File: src/include/frontend_params.svh
//////////////////////////////////////////////////////////////////////
// Build-wide sizing constants for the instruction front end.
// Include wherever a data width, buffer depth or the boot address
// is needed. Packages carry the types built from these values.
//////////////////////////////////////////////////////////////////////

`ifndef FRONTEND_PARAMS_SVH
`define FRONTEND_PARAMS_SVH

// Data and address width of the core
`define XLEN 32

// Entries in the fetch buffer
// Depths above two are rounded up to a power of two
`define FETCH_FIFO_DEPTH 4

// First fetch address after reset
`define RESET_PC 32'h0000_1000

`endif

File: src/rtl/riscv_isa_pkg.sv
//////////////////////////////////////////////////////////////////////
// RV32I instruction-set types shared by the decoder and testbench.
// Holds the raw word, register address, immediate and the major
// opcode encodings. No front-end specific types live here.
//////////////////////////////////////////////////////////////////////

`include "frontend_params.svh"

package riscv_isa_pkg;

    // Raw 32-bit instruction word
    typedef logic [31:0] instr_t;

    // Architectural register index, x0 to x31
    typedef logic [4:0] reg_addr_t;

    // Immediate after sign extension to full width
    typedef logic [`XLEN-1:0] imm_t;

    //////////////////////////////////////////////////////////////////
    // Major opcodes, bits [6:0] of the word
    //////////////////////////////////////////////////////////////////
    // Values are the ISA encodings, low two bits always 11
    typedef enum logic [6:0] {
        LUI    = 7'b0110111,
        AUIPC  = 7'b0010111,
        JAL    = 7'b1101111,
        JALR   = 7'b1100111,
        BRANCH = 7'b1100011,
        LOAD   = 7'b0000011,
        STORE  = 7'b0100011,
        OP_IMM = 7'b0010011,
        OP     = 7'b0110011,
        SYSTEM = 7'b1110011
    } opcode_t;

endpackage

File: src/rtl/frontend_pkg.sv
//////////////////////////////////////////////////////////////////////
// Front-end types for fetch, buffering and decode.
// Defines the fetch address, the buffered packet and the fetch FSM
// states. Instruction-level types come from the ISA package.
//////////////////////////////////////////////////////////////////////

`include "frontend_params.svh"

package frontend_pkg;

    // Fetch address, byte granular
    typedef logic [`XLEN-1:0] pc_t;

    // One buffer entry, address in the upper half
    typedef struct packed {
        pc_t                  pc;
        riscv_isa_pkg::instr_t instr;
    } fetch_packet_t;

    // Single outstanding request, so two states suffice
    typedef enum logic {
        FETCH_IDLE = 1'b0,
        FETCH_WAIT = 1'b1
    } fetch_state_t;

endpackage

File: src/rtl/lfsr.sv
//////////////////////////////////////////////////////////////////////
// Maximal-length LFSR with zero insertion, stepping on en.
// Covers all 2^width values, so it serves as a cheap FIFO pointer.
// Resets to zero. Tap table covers widths 1 to 12.
//////////////////////////////////////////////////////////////////////

module lfsr #(
    parameter int width = 2
) (
    input  logic             clk,
    input  logic             rst,
    input  logic             en,
    output logic [width-1:0] value
);

    // Feedback taps per width, MSB tap always present
    function automatic logic [31:0] tap_mask(input int w);
        logic [31:0] mask;
        case (w)
            2:       mask = 32'h0000_0003;
            3:       mask = 32'h0000_0006;
            4:       mask = 32'h0000_000c;
            5:       mask = 32'h0000_0014;
            6:       mask = 32'h0000_0030;
            7:       mask = 32'h0000_0060;
            8:       mask = 32'h0000_00b8;
            9:       mask = 32'h0000_0110;
            10:      mask = 32'h0000_0240;
            11:      mask = 32'h0000_0500;
            default: mask = 32'h0000_0829;
        endcase
        return mask;
    endfunction

    generate
    if (width == 1) begin : g_toggle
        // One bit has only two states
        always_ff @(posedge clk) begin
            if (rst)
                value <= 1'b0;
            else if (en)
                value <= ~value;
        end
    end else begin : g_shift
        localparam logic [31:0] taps = tap_mask(width);
        logic feedback;

        // Zero term splices the all-zero state into the cycle
        assign feedback = (^(value & taps[width-1:0])) ^ (value[width-2:0] == '0);

        always_ff @(posedge clk) begin
            if (rst)
                value <= '0;
            else if (en)
                value <= {value[width-2:0], feedback};
        end
    end
    endgenerate

endmodule

File: src/rtl/fetch_fifo.sv
//////////////////////////////////////////////////////////////////////
// Small FIFO for fetched instructions, implementation picked by depth.
// Not overflow or underflow safe: push only when full is low (or
// alongside a pop), pop only while valid is high. data_out shows the
// oldest entry whenever valid is high.
//////////////////////////////////////////////////////////////////////

module fetch_fifo #(
    parameter int data_width = 64,
    parameter int fifo_depth = 4
) (
    input  logic                  clk,
    input  logic                  rst,
    input  logic                  push,
    input  logic                  pop,
    input  logic [data_width-1:0] data_in,
    output logic                  valid,
    output logic                  full,
    output logic [data_width-1:0] data_out
);

    localparam int log2_depth = $clog2(fifo_depth);

    generate
    //////////////////////////////////////////////////////////////////
    // Depth 1
    //////////////////////////////////////////////////////////////////
    if (fifo_depth == 1) begin : g_single
        always_ff @(posedge clk) begin
            if (rst)
                valid <= 1'b0;
            else
                valid <= push | (valid & ~pop);
        end

        // One slot, so occupied means full
        assign full = valid;

        always_ff @(posedge clk) begin
            if (push)
                data_out <= data_in;
        end
    end else begin : g_multi
        //////////////////////////////////////////////////////////////
        // Occupancy tracking
        //////////////////////////////////////////////////////////////
        // Counts down from zero on push, so the top bit flags any
        // occupancy and a wrap to 100..0 flags a full buffer
        logic [log2_depth:0] inflight_count;

        always_ff @(posedge clk) begin
            if (rst)
                inflight_count <= '0;
            else
                inflight_count <= inflight_count
                                + (log2_depth+1)'(pop)
                                - (log2_depth+1)'(push);
        end

        assign valid = inflight_count[log2_depth];
        assign full  = valid & ~|inflight_count[log2_depth-1:0];

        if (fifo_depth == 2) begin : g_shift
            // Two registers, newest in slot 0
            logic [data_width-1:0] shift_reg [2];

            always_ff @(posedge clk) begin
                if (push) begin
                    shift_reg[0] <= data_in;
                    shift_reg[1] <= shift_reg[0];
                end
            end

            // One entry sits in slot 0, two entries put the head in slot 1
            assign data_out = shift_reg[~inflight_count[0]];
        end else begin : g_lutram
            // Depth rounded up to a power of two
            logic [data_width-1:0] lut_ram [2**log2_depth];
            logic [log2_depth-1:0] write_index;
            logic [log2_depth-1:0] read_index;

            // Both pointers walk the same LFSR sequence
            lfsr #(.width(log2_depth)) read_index_gen (
                .clk   (clk),
                .rst   (rst),
                .en    (pop),
                .value (read_index)
            );

            lfsr #(.width(log2_depth)) write_index_gen (
                .clk   (clk),
                .rst   (rst),
                .en    (push),
                .value (write_index)
            );

            always_ff @(posedge clk) begin
                if (push)
                    lut_ram[write_index] <= data_in;
            end

            // Asynchronous read of the head
            assign data_out = lut_ram[read_index];
        end
    end
    endgenerate

endmodule

File: src/rtl/fetch_unit.sv
//////////////////////////////////////////////////////////////////////
// Sequential instruction fetch with one memory request in flight.
// Requests only while enabled and the buffer has room; each response
// is pushed into the fetch buffer with its address on arrival.
//////////////////////////////////////////////////////////////////////

`include "frontend_params.svh"

module fetch_unit (
    input  logic                        clk,
    input  logic                        rst,
    input  logic                        fetch_en,
    input  logic                        mem_resp_valid,
    input  logic                        full,
    input  riscv_isa_pkg::instr_t       mem_resp_data,
    output logic                        mem_req,
    output logic                        push,
    output frontend_pkg::pc_t           mem_addr,
    output frontend_pkg::fetch_packet_t data_in
);

    import frontend_pkg::*;

    fetch_state_t state;
    pc_t          pc;
    logic         resp_accept;

    //////////////////////////////////////////////////////////////////
    // Request side
    //////////////////////////////////////////////////////////////////
    // Not full here means the slot for this response is reserved,
    // nothing else pushes
    assign mem_req  = (state == FETCH_IDLE) & fetch_en & ~full;
    assign mem_addr = pc;

    // Response only counts while a request is open
    assign resp_accept = (state == FETCH_WAIT) & mem_resp_valid;

    always_ff @(posedge clk) begin
        if (rst) begin
            state <= FETCH_IDLE;
        end else begin
            case (state)
                FETCH_IDLE: begin
                    if (mem_req)
                        state <= FETCH_WAIT;
                end
                FETCH_WAIT: begin
                    if (resp_accept)
                        state <= FETCH_IDLE;
                end
                default: state <= FETCH_IDLE;
            endcase
        end
    end

    // Address holds while waiting, so it tags the returning word
    always_ff @(posedge clk) begin
        if (rst)
            pc <= `RESET_PC;
        else if (resp_accept)
            pc <= pc + pc_t'(4);
    end

    //////////////////////////////////////////////////////////////////
    // Buffer write
    //////////////////////////////////////////////////////////////////
    assign push          = resp_accept;
    assign data_in.pc    = pc;
    assign data_in.instr = mem_resp_data;

endmodule

File: src/rtl/decode_unit.sv
//////////////////////////////////////////////////////////////////////
// Instruction decode between the fetch buffer and the issue stage.
// Pops the head when the output register is free or being taken,
// and registers address, register fields, opcode class, immediate
// and an illegal flag. Outputs hold while issue_ready is low.
//////////////////////////////////////////////////////////////////////

module decode_unit (
    input  logic                        clk,
    input  logic                        rst,
    input  logic                        valid,
    input  logic                        issue_ready,
    input  frontend_pkg::fetch_packet_t data_out,
    output logic                        pop,
    output logic                        dec_valid,
    output logic                        dec_illegal,
    output frontend_pkg::pc_t           dec_pc,
    output riscv_isa_pkg::opcode_t      dec_opcode,
    output riscv_isa_pkg::reg_addr_t    dec_rd,
    output riscv_isa_pkg::reg_addr_t    dec_rs1,
    output riscv_isa_pkg::reg_addr_t    dec_rs2,
    output riscv_isa_pkg::imm_t         dec_imm
);

    import riscv_isa_pkg::*;

    instr_t  instr;
    opcode_t opcode;
    imm_t    imm;
    logic    illegal;
    logic    load;

    assign instr  = data_out.instr;
    assign opcode = opcode_t'(instr[6:0]);

    //////////////////////////////////////////////////////////////////
    // Immediate extraction
    //////////////////////////////////////////////////////////////////
    always_comb begin
        imm     = '0;
        illegal = 1'b0;
        case (opcode)
            // I-type
            JALR, LOAD, OP_IMM, SYSTEM:
                imm = imm_t'($signed(instr[31:20]));
            // S-type
            STORE:
                imm = imm_t'($signed({instr[31:25], instr[11:7]}));
            // B-type, bit 0 always zero
            BRANCH:
                imm = imm_t'($signed({instr[31], instr[7], instr[30:25],
                                      instr[11:8], 1'b0}));
            // U-type, upper 20 bits
            LUI, AUIPC:
                imm = imm_t'($signed({instr[31:12], 12'b0}));
            // J-type
            JAL:
                imm = imm_t'($signed({instr[31], instr[19:12], instr[20],
                                      instr[30:21], 1'b0}));
            // R-type has no immediate
            OP:
                imm = '0;
            default:
                illegal = 1'b1;
        endcase

        // Non-32-bit encodings are rejected outright
        if (instr[1:0] != 2'b11) begin
            illegal = 1'b1;
            imm     = '0;
        end
    end

    //////////////////////////////////////////////////////////////////
    // Output register
    //////////////////////////////////////////////////////////////////
    // Take the head if the slot is empty or drains this cycle
    assign load = valid & (~dec_valid | issue_ready);
    assign pop  = load;

    always_ff @(posedge clk) begin
        if (rst)
            dec_valid <= 1'b0;
        else if (load)
            dec_valid <= 1'b1;
        else if (issue_ready)
            dec_valid <= 1'b0;
    end

    // Payload moves only on load, so it stays put under back-pressure
    always_ff @(posedge clk) begin
        if (load) begin
            dec_pc      <= data_out.pc;
            dec_opcode  <= opcode;
            dec_rd      <= instr[11:7];
            dec_rs1     <= instr[19:15];
            dec_rs2     <= instr[24:20];
            dec_imm     <= imm;
            dec_illegal <= illegal;
        end
    end

endmodule

File: src/rtl/fetch_decode_top.sv
//////////////////////////////////////////////////////////////////////
// Instruction front end: fetch unit, fetch buffer and decode unit.
// Connects to an instruction memory with variable latency and to an
// issue stage that accepts one decoded instruction per ready cycle.
//////////////////////////////////////////////////////////////////////

`include "frontend_params.svh"

module fetch_decode_top (
    input  logic                     clk,
    input  logic                     rst,
    input  logic                     fetch_en,
    input  logic                     mem_resp_valid,
    input  riscv_isa_pkg::instr_t    mem_resp_data,
    input  logic                     issue_ready,
    output logic                     mem_req,
    output frontend_pkg::pc_t        mem_addr,
    output logic                     dec_valid,
    output frontend_pkg::pc_t        dec_pc,
    output riscv_isa_pkg::opcode_t   dec_opcode,
    output riscv_isa_pkg::reg_addr_t dec_rd,
    output riscv_isa_pkg::reg_addr_t dec_rs1,
    output riscv_isa_pkg::reg_addr_t dec_rs2,
    output riscv_isa_pkg::imm_t      dec_imm,
    output logic                     dec_illegal
);

    import frontend_pkg::*;

    // Buffer handshake
    logic          push;
    logic          pop;
    logic          valid;
    logic          full;
    fetch_packet_t data_in;
    fetch_packet_t data_out;

    fetch_unit fetch (
        .clk            (clk),
        .rst            (rst),
        .fetch_en       (fetch_en),
        .mem_resp_valid (mem_resp_valid),
        .full           (full),
        .mem_resp_data  (mem_resp_data),
        .mem_req        (mem_req),
        .push           (push),
        .mem_addr       (mem_addr),
        .data_in        (data_in)
    );

    fetch_fifo #(
        .data_width ($bits(fetch_packet_t)),
        .fifo_depth (`FETCH_FIFO_DEPTH)
    ) buffer (
        .clk      (clk),
        .rst      (rst),
        .push     (push),
        .pop      (pop),
        .data_in  (data_in),
        .valid    (valid),
        .full     (full),
        .data_out (data_out)
    );

    decode_unit decode (
        .clk         (clk),
        .rst         (rst),
        .valid       (valid),
        .issue_ready (issue_ready),
        .data_out    (data_out),
        .pop         (pop),
        .dec_valid   (dec_valid),
        .dec_illegal (dec_illegal),
        .dec_pc      (dec_pc),
        .dec_opcode  (dec_opcode),
        .dec_rd      (dec_rd),
        .dec_rs1     (dec_rs1),
        .dec_rs2     (dec_rs2),
        .dec_imm     (dec_imm)
    );

endmodule

File: config.mk
export PLATFORM = sky130hd
export DESIGN_NAME = fetch_decode_top
export DESIGN_NICKNAME = d
export VERILOG_FILES = /design/src/rtl/riscv_isa_pkg.sv /design/src/rtl/frontend_pkg.sv /design/src/rtl/lfsr.sv /design/src/rtl/fetch_fifo.sv /design/src/rtl/fetch_unit.sv /design/src/rtl/decode_unit.sv /design/src/rtl/fetch_decode_top.sv
export VERILOG_INCLUDE_DIRS = /design/src /design/src/include
export SDC_FILE = /design/constraint.sdc
export NUM_CORES = 1
export LEC_CHECK = 0
export CAP_MARGIN = 20
export CORE_ASPECT_RATIO = 1.75
export CORE_MARGIN = 2
export CORE_UTILIZATION = 50
export CTS_CLUSTER_SIZE = 25
export DETAILED_ROUTE_END_ITERATION = 8
export DONT_BUFFER_PORTS = 1
export PLACE_DENSITY_LB_ADDON = 0.25
export SLEW_MARGIN = 0
export SYNTH_ARGS = -nofsm -noshare
export SYNTH_HDL_FRONTEND = slang
export SYNTH_SLANG_ARGS = --single-unit
export TNS_END_PERCENT = 5
File: constraint.sdc
create_clock -name clk -period 4.55 [get_ports clk]
set_clock_uncertainty 0.05 [all_clocks]
set_input_delay 0.6825 -clock clk [delete_from_list [all_inputs] [get_ports clk]]
set_output_delay 0.6825 -clock clk [all_outputs]
set_load 0.005 [all_outputs]
==> run metrics, run 1 <==
ANT nets after route 0; commonest non-fill, non-tap cell in the layout edfxtp_1; final core utilization 0.565; flops & latches, synth approximately 370; Max-slew headroom 0.318; FP Rows 80; Synth area leader edfxtp_1; Total Neg Setup Slack 0 ns; # hold bufs at CTS 0; Flop pwr share 0.534; DIE AREA between 20000 and 30000 um^2; TritonCTS Buffers 34; RSZ-0062 raised after global routing false; postcts setup bufs 0; Req. time, crit path roughly 4.9 ns; hold slack final between 0.15 and 0.2 ns; slew at the pin with the worst max-slew slack 1.02 ns; ANT cells 0; largest net degree at the start of global routing 72; ys async rst share 0; DRT Pass-1 Iters 4; min-delay src rst; routed vias/inst around 5.6; Nets a little under 800; status completed; io pins 158; effective utilization at floorplan 0.508; Overflow after GRT 0; Area growth syn-to-layout 11.2%; critical register-to-register path endpoint decode.dec_imm[11]; commonest non-fill, non-tap cells in the layout 333 x edfxtp_1, 62 x mux4_2, 44 x nand2_1, 39 x dfxtp_1, 37 x clkbuf_16; final hold vios 0; area share of the largest cell type after synthesis 0.720; number of global-route vias before repair 6697; fmax around 380 MHz; initial DRC count roughly 460; syn_area_per_cell approximately 20 um^2; H-tree levels 2; EDFF count, synth approximately 330; Tcrit/Tclk final 0.580; clock insertion delay at the later pin of the skew report 0.52 ns; Synth Instances roughly 710; crit path kind reg2reg; drt total wl ~26 mm; Ys Warns 0; P_int 0.00628 W; Crit. End Element flip-flop; Residual DRC 0; non-filler cells, final ~1100; placed insts between 1000 and 1500; hpwl dp approximately 16 mm; maximum clock path buffer count 3; Main synth FF type edfxtp_1; via count 6276; max-cap violations 0; share of layout cells above drive strength 1 0.178; GRT Overall Usage 0.181; worst r2r path cells 5; Seq/Total Area, Yosys 0.779; initial antenna violation count 0; final setup vio count 0; total placed instance area about 14000 um^2; library cells used by synthesis 52; Sw Ratio 0.221; Clock Sinks 374; flop2flop setup slack about 1.9 ns; crit path capture decode.dec_imm[11]; startpoint types flip-flop; switching power total 0.00178 W; synthesized area ~14000 um^2; clock slew at reported path FFs ~0.070 ns; combinational fraction of design power 0.094; Die Span Y about 220 um; Routed WL per cell about 23 um; first-pass GRT wire length about 39 mm; min-delay worst type in2reg; routability cong. about 0.76; Slew Viols, Final 0; Worst Path Max Fanout 21; Core ar. 27300 um^2; fin area 15400 um^2; Arrival @ worst endpoint between 2 and 3 ns; TritonCTS clock tree done; VDD IR-drop max 294 uV; Area contributors post-synth edfxtp_1 72%, mux4_2 10%, dfxtp_1 5.9%; Root Buffer clkbuf_16; post-CTS sizing 0; Pwr Density around 520 nW/um^2; Port Buffers 0; Clock power frac 0.372; Pleak 4.99 nW; min Tclk post-route 2.64 ns; die span in x roughly 130 um
## per-stage QoR
stage                     worst slack [ns]  total power, W
after floorplan                      0.680         0.00497
after global placement                1.95         0.00514
final                                 1.91         0.00807
after global routing                  1.74         0.00837
after detailed placement              1.88         0.00518
after CTS                             1.88         0.00816
## Yosys cell counts (2+ instances only)
master / n
xor2_1: 10
a21oi_1: 15
buf_6: 3
inv_1: 16
nand2b_1: 2
nor4_1: 6
and4_1: 3
buf_4: 4
and2_1: 9
and3b_1: 2
clkbuf_1: 8
dfxtp_1: 41
xnor2_1: 13
o21ai_0: 11
a22o_1: 4
nor2_1: 30
mux4_2: 62
buf_2: 10
nor2b_1: 3
ha_1: 7
nor3_1: 5
or2_2: 3
buf_1: 3
a21o_1: 9
and3_1: 6
nand4_1: 11
nand3_1: 9
nand2_2: 2
or3_1: 7
nand2_1: 44
edfxtp_1: 333
## sequential cells by signal (all words and copies together), names as in the netlist, named ones only
name,cells
buffer.g_multi.g_lutram.lut_ram,248
buffer.g_multi.g_lutram.read_index_gen.value,2
buffer.g_multi.g_lutram.write_index_gen.value,2
buffer.g_multi.inflight_count,3
decode.dec_illegal,1
decode.dec_imm,32
decode.dec_opcode,7
decode.dec_pc,30
decode.dec_rd,5
decode.dec_rs1,5
decode.dec_rs2,5
decode.dec_valid,1
fetch.mem_addr,30
fetch.state,1
## power groups by stage
stage                     registers [W]  clock network (W)  logic [W]
after global placement          0.00439                  0   0.000748
final                           0.00431            0.00300   0.000761
after global routing            0.00436            0.00318   0.000832
after detailed placement        0.00440                  0   0.000777
after floorplan                 0.00429                  0   0.000673
after CTS                       0.00432            0.00306   0.000780
## per-layer routing
layer,part of all wire,global-route usage,vias to the layer above,wire [um]
met4,0.027,0.0638,0,690
met3,0.067,0.0573,46,1720
li1,-,-,2833,-
met2,0.56,0.337,187,14400
met5,0,0,-,0
met1,0.34,0.187,3210,8780
## final cells by class
cell class	instances	area [um^2]
fill	2036	11900
tap	369	462
sequential	374	10800
clock inverter	13	193
inverter	16	62.6
multi-input combinational	296	2880
timing repair buffer	3	22.5
clock buffer	49	1000
## critical path: stages (launching register included)
cell and delay [ns]:
dfxtp_4 0.63, mux4_2 0.68, nand4bb_4 0.28, nor3b_2 0.48
nand2_1 0.13, o221ai_1 0.21
## cells by family (layout without fill, tap and decap cells)
group                    after synthesis  in the layout  share of synthesized area
AO/OA/AOI/OAI                         48             48                     0.0235
XOR/XNOR                              23             23                     0.0145
adder cells (fa/ha/maj)                8              8                    0.00775
buffers and inverters                 45             81                     0.0159
flip-flops                           374            374                      0.779
multiplexers                          62             62                      0.101
other                                  1              4                   0.000270
AND/OR/NAND/NOR                      151            151                     0.0586
## worst min path at each step
| stage | to | cells after the start |
|---|---|---|
| detailed placement | flip-flop | 2 |
| global placement | flip-flop | 2 |
| floorplan | flip-flop | 2 |
| finish | fetch.state | 1 |
| CTS | fetch.mem_addr[14] | 1 |
| global route | fetch.mem_addr[2] | 1 |
No activity file was read; power rests on OpenSTA's default activity.
==> run 2, diff against run 1 <==
Settings changed: ABC_AREA from default to 1.
Clock period 4.55 ns to 2.2 ns, I/O delays scaled along.
==> run 2 against run 1 <==
- sequential share of layout area shrank 6.7 points
- via count grew 48%
- setup slack lost 1.7 ns
- total power grew 130%
- largest power group unchanged
- highest routed layer unchanged
==> run metrics, run 2 <==
Synth area leader edfxtp_1; initial DRC count 625 (+37%); TritonCTS Buffers 34 (unchanged); Main synth FF type edfxtp_1; Slew Viols, Final 0 (unchanged); Clock power frac 0.307 (-0.065); placed insts 1619 (+53%); Core ar. 29800 um^2 (+9.2%); routability cong. 0.907 (+19%); crit path kind reg2reg; maximum clock path buffer count 3 (unchanged); top-count cell post-synth edfxtp_1; Pwr Density 1090 nW/um^2 (+110%); RSZ-0062 raised after global routing false; Arrival @ worst endpoint 2.34 ns (-0.60 ns); flops & latches, synth 374 (unchanged); Final WS setup 0.190 ns (-1.72 ns); Crit. End Element flip-flop; first-pass GRT wire length 49.6 mm (+28%); GRT Overall Usage 0.207 (+0.0260); startpoint types flip-flop; VDD IR-drop max 714 uV (+140%); largest net degree at the start of global routing 89 (+24%); die span in x 135 um (+3.8%); dpl ws 0.0286 ns (-1.86 ns); DIE AREA 31500 um^2 (+7.9%); Port Buffers 0 (unchanged); largest register by flop count buffer.g_multi.g_lutram.lut_ram; Max-slew headroom 0.388 (+0.0704); Flop pwr share 0.494 (-0.040); final setup vio count 0 (unchanged); Die Span Y 233 um (+3.9%); Tcrit/Tclk final 0.914 (+0.334); status completed; slew at the pin with the worst max-slew slack 0.915 ns (-0.109 ns); ANT cells 0 (unchanged); FP Rows 84 (+5.0%); switching power total 0.00551 W (+210%); min Tclk post-route 2.01 ns (-0.629 ns); initial antenna violation count 0 (unchanged); hold slack final 0.145 ns (-0.0363 ns); Area contributors post-synth edfxtp_1 67%, dfxtp_1 5.5%, nand2_1 5.4%; Pleak 6.00 nW (+20%); total placed instance area 15600 um^2 (+9.6%); P_int 0.0132 W (+110%); Seq/Total Area, Yosys 0.721 (-0.0582); Clock Sinks 374 (unchanged); effective utilization at floorplan 0.503 (-0.00536); Root Buffer clkbuf_16; Synth Instances 1247 (+75%); Largest register FFs 248 (unchanged); max-cap violations 0 (unchanged); min-delay src rst; combinational fraction of design power 0.199 (+0.105); # fillers 2465 (+21%); ANT nets after route 0 (unchanged); Routed WL per cell 18.9 um (-17%); DRT Pass-1 Iters 5 (+1); Overflow after GRT 0 (unchanged); synthesized area 15000 um^2 (+8.1%); Req. time, crit path 2.53 ns (-2.32 ns); worst r2r path cells 8 (+3); Post-synth top cells 333 x edfxtp_1, 217 x nand2_1, 166 x nor2_1, 115 x o21ai_0, 74 x inv_1; Worst Path Max Fanout 76 (+260%); Nets 1350 (+75%); min-delay worst type in2reg; commonest non-fill, non-tap cell in the layout edfxtp_1; share of layout cells above drive strength 1 0.102 (-0.0762); io pins 158 (unchanged); library cells used by synthesis 41 (-21%); Area growth syn-to-layout 13.9%; critical register-to-register path endpoint decode.dec_imm[23]; H-tree levels 2 (unchanged); final hold vios 0 (unchanged); EDFF count, synth 333 (unchanged); area share of the largest cell type after synthesis 0.666 (-0.0538); hpwl dp 20.3 mm (+29%); flop2flop setup slack 0.19 ns (-1.72 ns); Residual DRC 0 (unchanged); Ys Warns 0 (unchanged); hold path depth 2 (+1); Largest regs buffer.g_multi.g_lutram.lut_ram: 248 flops, decode.dec_imm: 32 flops; Sw Ratio 0.295 (+0.0739); clock insertion delay at the later pin of the skew report 0.52 ns (about the same); drt total wl 32.4 mm (+27%); clock slew at reported path FFs 0.06 ns (about the same); fmax 497 MHz (+31%); hold path endpoint fetch.mem_addr[12]; TritonCTS clock tree done; routed vias/inst 5.40 (-3.6%); fin area 17100 um^2 (+11%); via count 9273 (+48%); syn_area_per_cell 12.0 um^2 (-38%); number of global-route vias before repair 9143 (+37%); commonest non-fill, non-tap cells in the layout 333 x edfxtp_1, 214 x nand2_1, 162 x nor2_1, 115 x o21ai_0, 70 x inv_1; non-filler cells, final 1717 (+53%); ys async rst share 0 (unchanged)
==> run 2: changes by cell type in the layout (fill, tap and decap cells not counted), sizes merged, moves of 35 or more <==
cell	change
nand2	+184
buf	+43
inv	+61
o22ai	+51
nor2	+141
mux4	-62
nand3	+66
o21ai	+107
dlygate4sd3	+35
==> run 2: power by group through the flow <==
stage                     Sequential [W]  Clock [W]  Combinational, W
after floorplan                  0.00921          0           0.00271
after global placement           0.00941          0           0.00353
after detailed placement         0.00943          0           0.00362
after CTS                        0.00928    0.00588           0.00372
after global routing             0.00931    0.00614           0.00415
final                            0.00923    0.00574           0.00372
==> run 2: area by class of cell <==
type / count / area, um^2 / area share
clock buffer: 45 / 956 / 0.0559
clock inverter: 16 / 131 / 0.00769
inverter: 77 / 310 / 0.0182
multi-input combinational: 737 / 3600 / 0.211
sequential: 374 / 10800 / 0.633
tap: 387 / 484 / 0.0283
timing repair buffer: 81 / 783 / 0.0458
==> run 2: critical path: stages, from the launching register on <==
cell	delay, ns
dfxtp_4	0.40
inv_6	0.21
buf_12	0.33
nand2_1	0.10
a22oi_1	0.42
nand3_1	0.12
nand2_1	0.08
inv_1	0.04
nand3_1	0.07
==> run 2: metal layers <==
layer | vias to the layer above | global-route usage | share of wire
met1 | 4509 | 0.224 | 0.38
met3 | 64 | 0.0419 | 0.046
met5 | - | 0 | 0
li1 | 4471 | - | -
met4 | 0 | 0.0840 | 0.033
met2 | 229 | 0.390 | 0.55
==> run 2: per-stage QoR <==
stage                      util  setup TNS, ns  power, W
final                     0.573              0    0.0187
after global routing      0.573              0    0.0196
after CTS                 0.572              0    0.0189
after detailed placement  0.523              0    0.0130
after global placement    0.523              0    0.0129
after floorplan               -          -1.55    0.0119
==> run 2: how the worst max path moves through the flow <==
stage          slack (ns)                                to  depth (start not counted)         startpoint
3_3_place_gp         0.13                decode.dec_imm[23]                         10          flip-flop
5_1_grt             0.008                fetch.mem_addr[28]                          9  fetch.mem_addr[2]
3_5_place_dp         0.03                decode.dec_imm[17]                         10          flip-flop
4_1_cts              0.02                decode.dec_imm[17]                         10          flip-flop
2_1_floorplan       -0.50  buffer.g_multi.inflight_count[1]                          8        issue_ready
6_report             0.19                decode.dec_imm[23]                          8          flip-flop
==> run 2: cells by family after synthesis <==
logic type | Yosys count | share of synthesized area
AO/OA/AOI/OAI | 209 | 0.0762
XOR/XNOR | 7 | 0.00408
adder cells (fa/ha/maj) | 8 | 0.00717
buffers and inverters | 139 | 0.0450
flip-flops | 374 | 0.721
other | 1 | 0.000250
AND/OR/NAND/NOR | 509 | 0.147
==> run 2: timing repair <==
action / in CTS / in global routing
resized for setup: 0 / 3
buffers inserted: 0 / 2
endpoints found under the setup margin: 0 / 24
hold buffers: 35 / 0
hold endpoints to repair: 150 / 0
==> run 3, diff against run 2 <==
Settings changed: SETUP_SLACK_MARGIN from default to 0.2.
Clock period 2.2 ns to 1.75 ns, I/O delays scaled along.
==> run 3 against run 2 <==
- the run now ends with negative setup slack left
- clock-buffer cell count grew 6
- final area up 8.4%
- register-to-register slack got worse by 0.23 ns
- core utilization is 4.8 points higher
- total power increased by 34%
- largest power group unchanged
- worst hold slack lost 0.11 ns
- critical path depth grew 3
- global-route usage rose by 0.62 points
- die area is the same
- highest routed layer unchanged
- setup slack got worse by 0.23 ns
- largest cell class unchanged
- critical endpoint is now decode.dec_imm[29]
- sequential power rose by 26%
==> run metrics, run 3 (synthesis results as in run 2) <==
failing checks negative setup slack; largest register by flop count buffer.g_multi.g_lutram.lut_ram; commonest non-fill, non-tap cell in the layout edfxtp_1; clock insertion delay at the later pin of the skew report 0.52 ns (about the same); min Tclk post-route 1.79 ns (-0.222 ns); slew at the pin with the worst max-slew slack 1.06 ns (+0.142 ns); flop2flop setup slack -0.04 ns (-0.23 ns); FP Rows 84 (unchanged); sequential cell area 10900 um^2 (+0.47%); placed insts 1703 (+5.2%); ANT nets after route 0 (unchanged); Multi-input gate area 3980 um^2 (+10%); Residual DRC 0 (unchanged); Critical-path top delay cell dfxtp_4; H-tree levels 2 (unchanged); via count 9812 (+5.8%); TritonCTS Buffers 34 (unchanged); maximum clock path buffer count 3 (unchanged); routed vias/inst 5.41 (+0.15%); hpwl dp 21.7 mm (+6.8%); crit path kind reg2reg; worst r2r path cells 11 (+3); share of layout cells above drive strength 1 0.231 (+0.129); Arrival @ worst endpoint 1.99 ns (-0.35 ns); hold slack final 0.0318 ns (-0.113 ns); clock slew at reported path FFs 0.07 ns (about the same); effective utilization at floorplan 0.503 (unchanged); min-delay src rst; switching power total 0.00742 W (+35%); min-delay worst type in2reg; Routed WL per cell 18.9 um (about the same); final hold vios 0 (unchanged); GRT Overall Usage 0.213 (+0.00622); number of global-route vias before repair 9647 (+5.5%); Tcrit/Tclk final 1.02 (+0.108); Max-slew headroom 0.293 (-0.0951); Nets 1445 (+7.0%); fmax 559 MHz (+12%); Clock power frac 0.288 (-0.019); DRT Pass-1 Iters 5 (unchanged); P_int 0.0176 W (+33%); Overflow after GRT 0 (unchanged); Sw Ratio 0.297 (+0.00195); first-pass GRT wire length 51.2 mm (+3.1%); Req. time, crit path 1.95 ns (-0.58 ns); drt total wl 34.3 mm (+5.6%); combinational fraction of design power 0.249 (+0.050); # fillers 2282 (-7.4%); DIE AREA 31500 um^2 (unchanged); Flop pwr share 0.462 (-0.032); max-cap violations 0 (unchanged); Clock Sinks 374 (unchanged); commonest non-fill, non-tap cells in the layout 333 x edfxtp_1, 197 x nand2_1, 141 x nor2_1, 101 x o21ai_0, 100 x buf_4; startpoint types flip-flop; critical register-to-register path endpoint decode.dec_imm[29]; hold path depth 3 (+1); RSZ-0062 raised after global routing true; largest net degree at the start of global routing 50 (-44%); initial DRC count 704 (+13%); Port Buffers 0 (unchanged); Slew Viols, Final 0 (unchanged); Core ar. 29800 um^2 (unchanged); hold path endpoint fetch.mem_addr[28]; TritonCTS clock tree done; Die Span Y 233 um (unchanged); Max stage delay on crit path 0.39 ns (-0.03 ns); Crit. End Element flip-flop; worst-path cell chain inv_6 > nand2_1 > nand3_2 > nand2_2 > nand2_4 > nor2_8 > nand2_2 > inv_2 > nand2_4 > buf_12 > nand3_1; Final WS setup -0.0376 ns (-0.228 ns); final setup vio count 23 (+23); routability cong. 0.918 (+1.3%); Root Buffer clkbuf_16; Worst Path Max Fanout 18 (-76%); Pleak 6.71 nW (+12%); Pwr Density 1350 nW/um^2 (+23%); VDD IR-drop max 980 uV (+37%); initial antenna violation count 0 (unchanged); non-filler cells, final 1814 (+5.6%); die span in x 135 um (unchanged); Area growth syn-to-layout 23.4%; status complete, but fails checks; io pins 158 (unchanged); Largest register FFs 248 (unchanged); Largest regs buffer.g_multi.g_lutram.lut_ram: 248 flops, decode.dec_imm: 32 flops
run 3: cell count changes in the layout (fill, tap and decap cells not counted), moves of 13 or more:
cell | previous run | this run
nand2_1 | 214 | 197
buf_4 | 39 | 100
o21ai_0 | 115 | 101
buf_12 | 7 | 21
nand2_2 | 10 | 23
dfxtp_1 | 38 | 17
buf_6 | 0 | 17
nor2_2 | 3 | 16
nor2_1 | 162 | 141
run 3: worst max path at each step:
stage	startpoint	end	cells after the start
3_5_place_dp	flip-flop	decode.dec_imm[9]	9
2_1_floorplan	decode.dec_valid	buffer.g_multi.inflight_count[1]	7
6_report	flip-flop	decode.dec_imm[29]	11
5_1_grt	flip-flop	decode.dec_imm[15]	11
4_1_cts	flip-flop	decode.dec_imm[31]	10
3_3_place_gp	flip-flop	decode.dec_imm[19]	11
run 3: metrics by stage:
| stage | power, W | cell area (um^2) | setup TNS (ns) | util | worst slack [ns] |
|---|---|---|---|---|---|
| floorplan | 0.0150 | 15100 | -117.69 | - | -0.933 |
| global placement | 0.0171 | 16400 | -1.16 | 0.549 | -0.0676 |
| detailed placement | 0.0173 | 16400 | -2.43 | 0.549 | -0.106 |
| CTS | 0.0250 | 18200 | -0.372 | 0.609 | -0.0340 |
| global route | 0.0261 | 18500 | -3.60 | 0.621 | -0.139 |
| finish | 0.0250 | 18500 | -0.528 | 0.621 | -0.0376 |
run 3: power groups by stage:
| stage | Combinational (W) | Clock, W | Sequential (W) |
|---|---|---|---|
| CTS | 0.00604 | 0.00733 | 0.0116 |
| finish | 0.00623 | 0.00720 | 0.0116 |
| floorplan | 0.00341 | 0 | 0.0116 |
| detailed placement | 0.00550 | 0 | 0.0118 |
| global route | 0.00681 | 0.00766 | 0.0117 |
| global placement | 0.00537 | 0 | 0.0117 |
run 3: per-layer routing:
metal,part of all wire,track usage,vias to the layer above
met5,0,0,-
met4,0.041,0.0960,0
met3,0.048,0.0393,82
met2,0.56,0.414,280
met1,0.35,0.218,4773
li1,-,-,4677
run 3: what timing repair did:
action                                 CTS  global route
setup buffers                            7             5
endpoints found under the hold margin  150             0
cloned                                   2             0
setup endpoints to repair              237           262
hold buffers                            34             0
pin swaps                               21            34
gates resized for setup                 77            95
run 3: final cells by class:
cell class,count,share of cell area
flip-flops and latches,374,0.587
multi-input cells,737,0.215
repair buffers,176,0.0968
clock buffers,51,0.0551
well taps,387,0.0261
inverters,77,0.0166
clock inverters,11,0.00365
diodes,1,0.000135
run 3: critical path: cells and delay by family (launching register included):
family,cells,cell delay (ns)
AND/OR/NAND/NOR,8,0.72
buffers and inverters,3,0.35
flip-flops,1,0.39
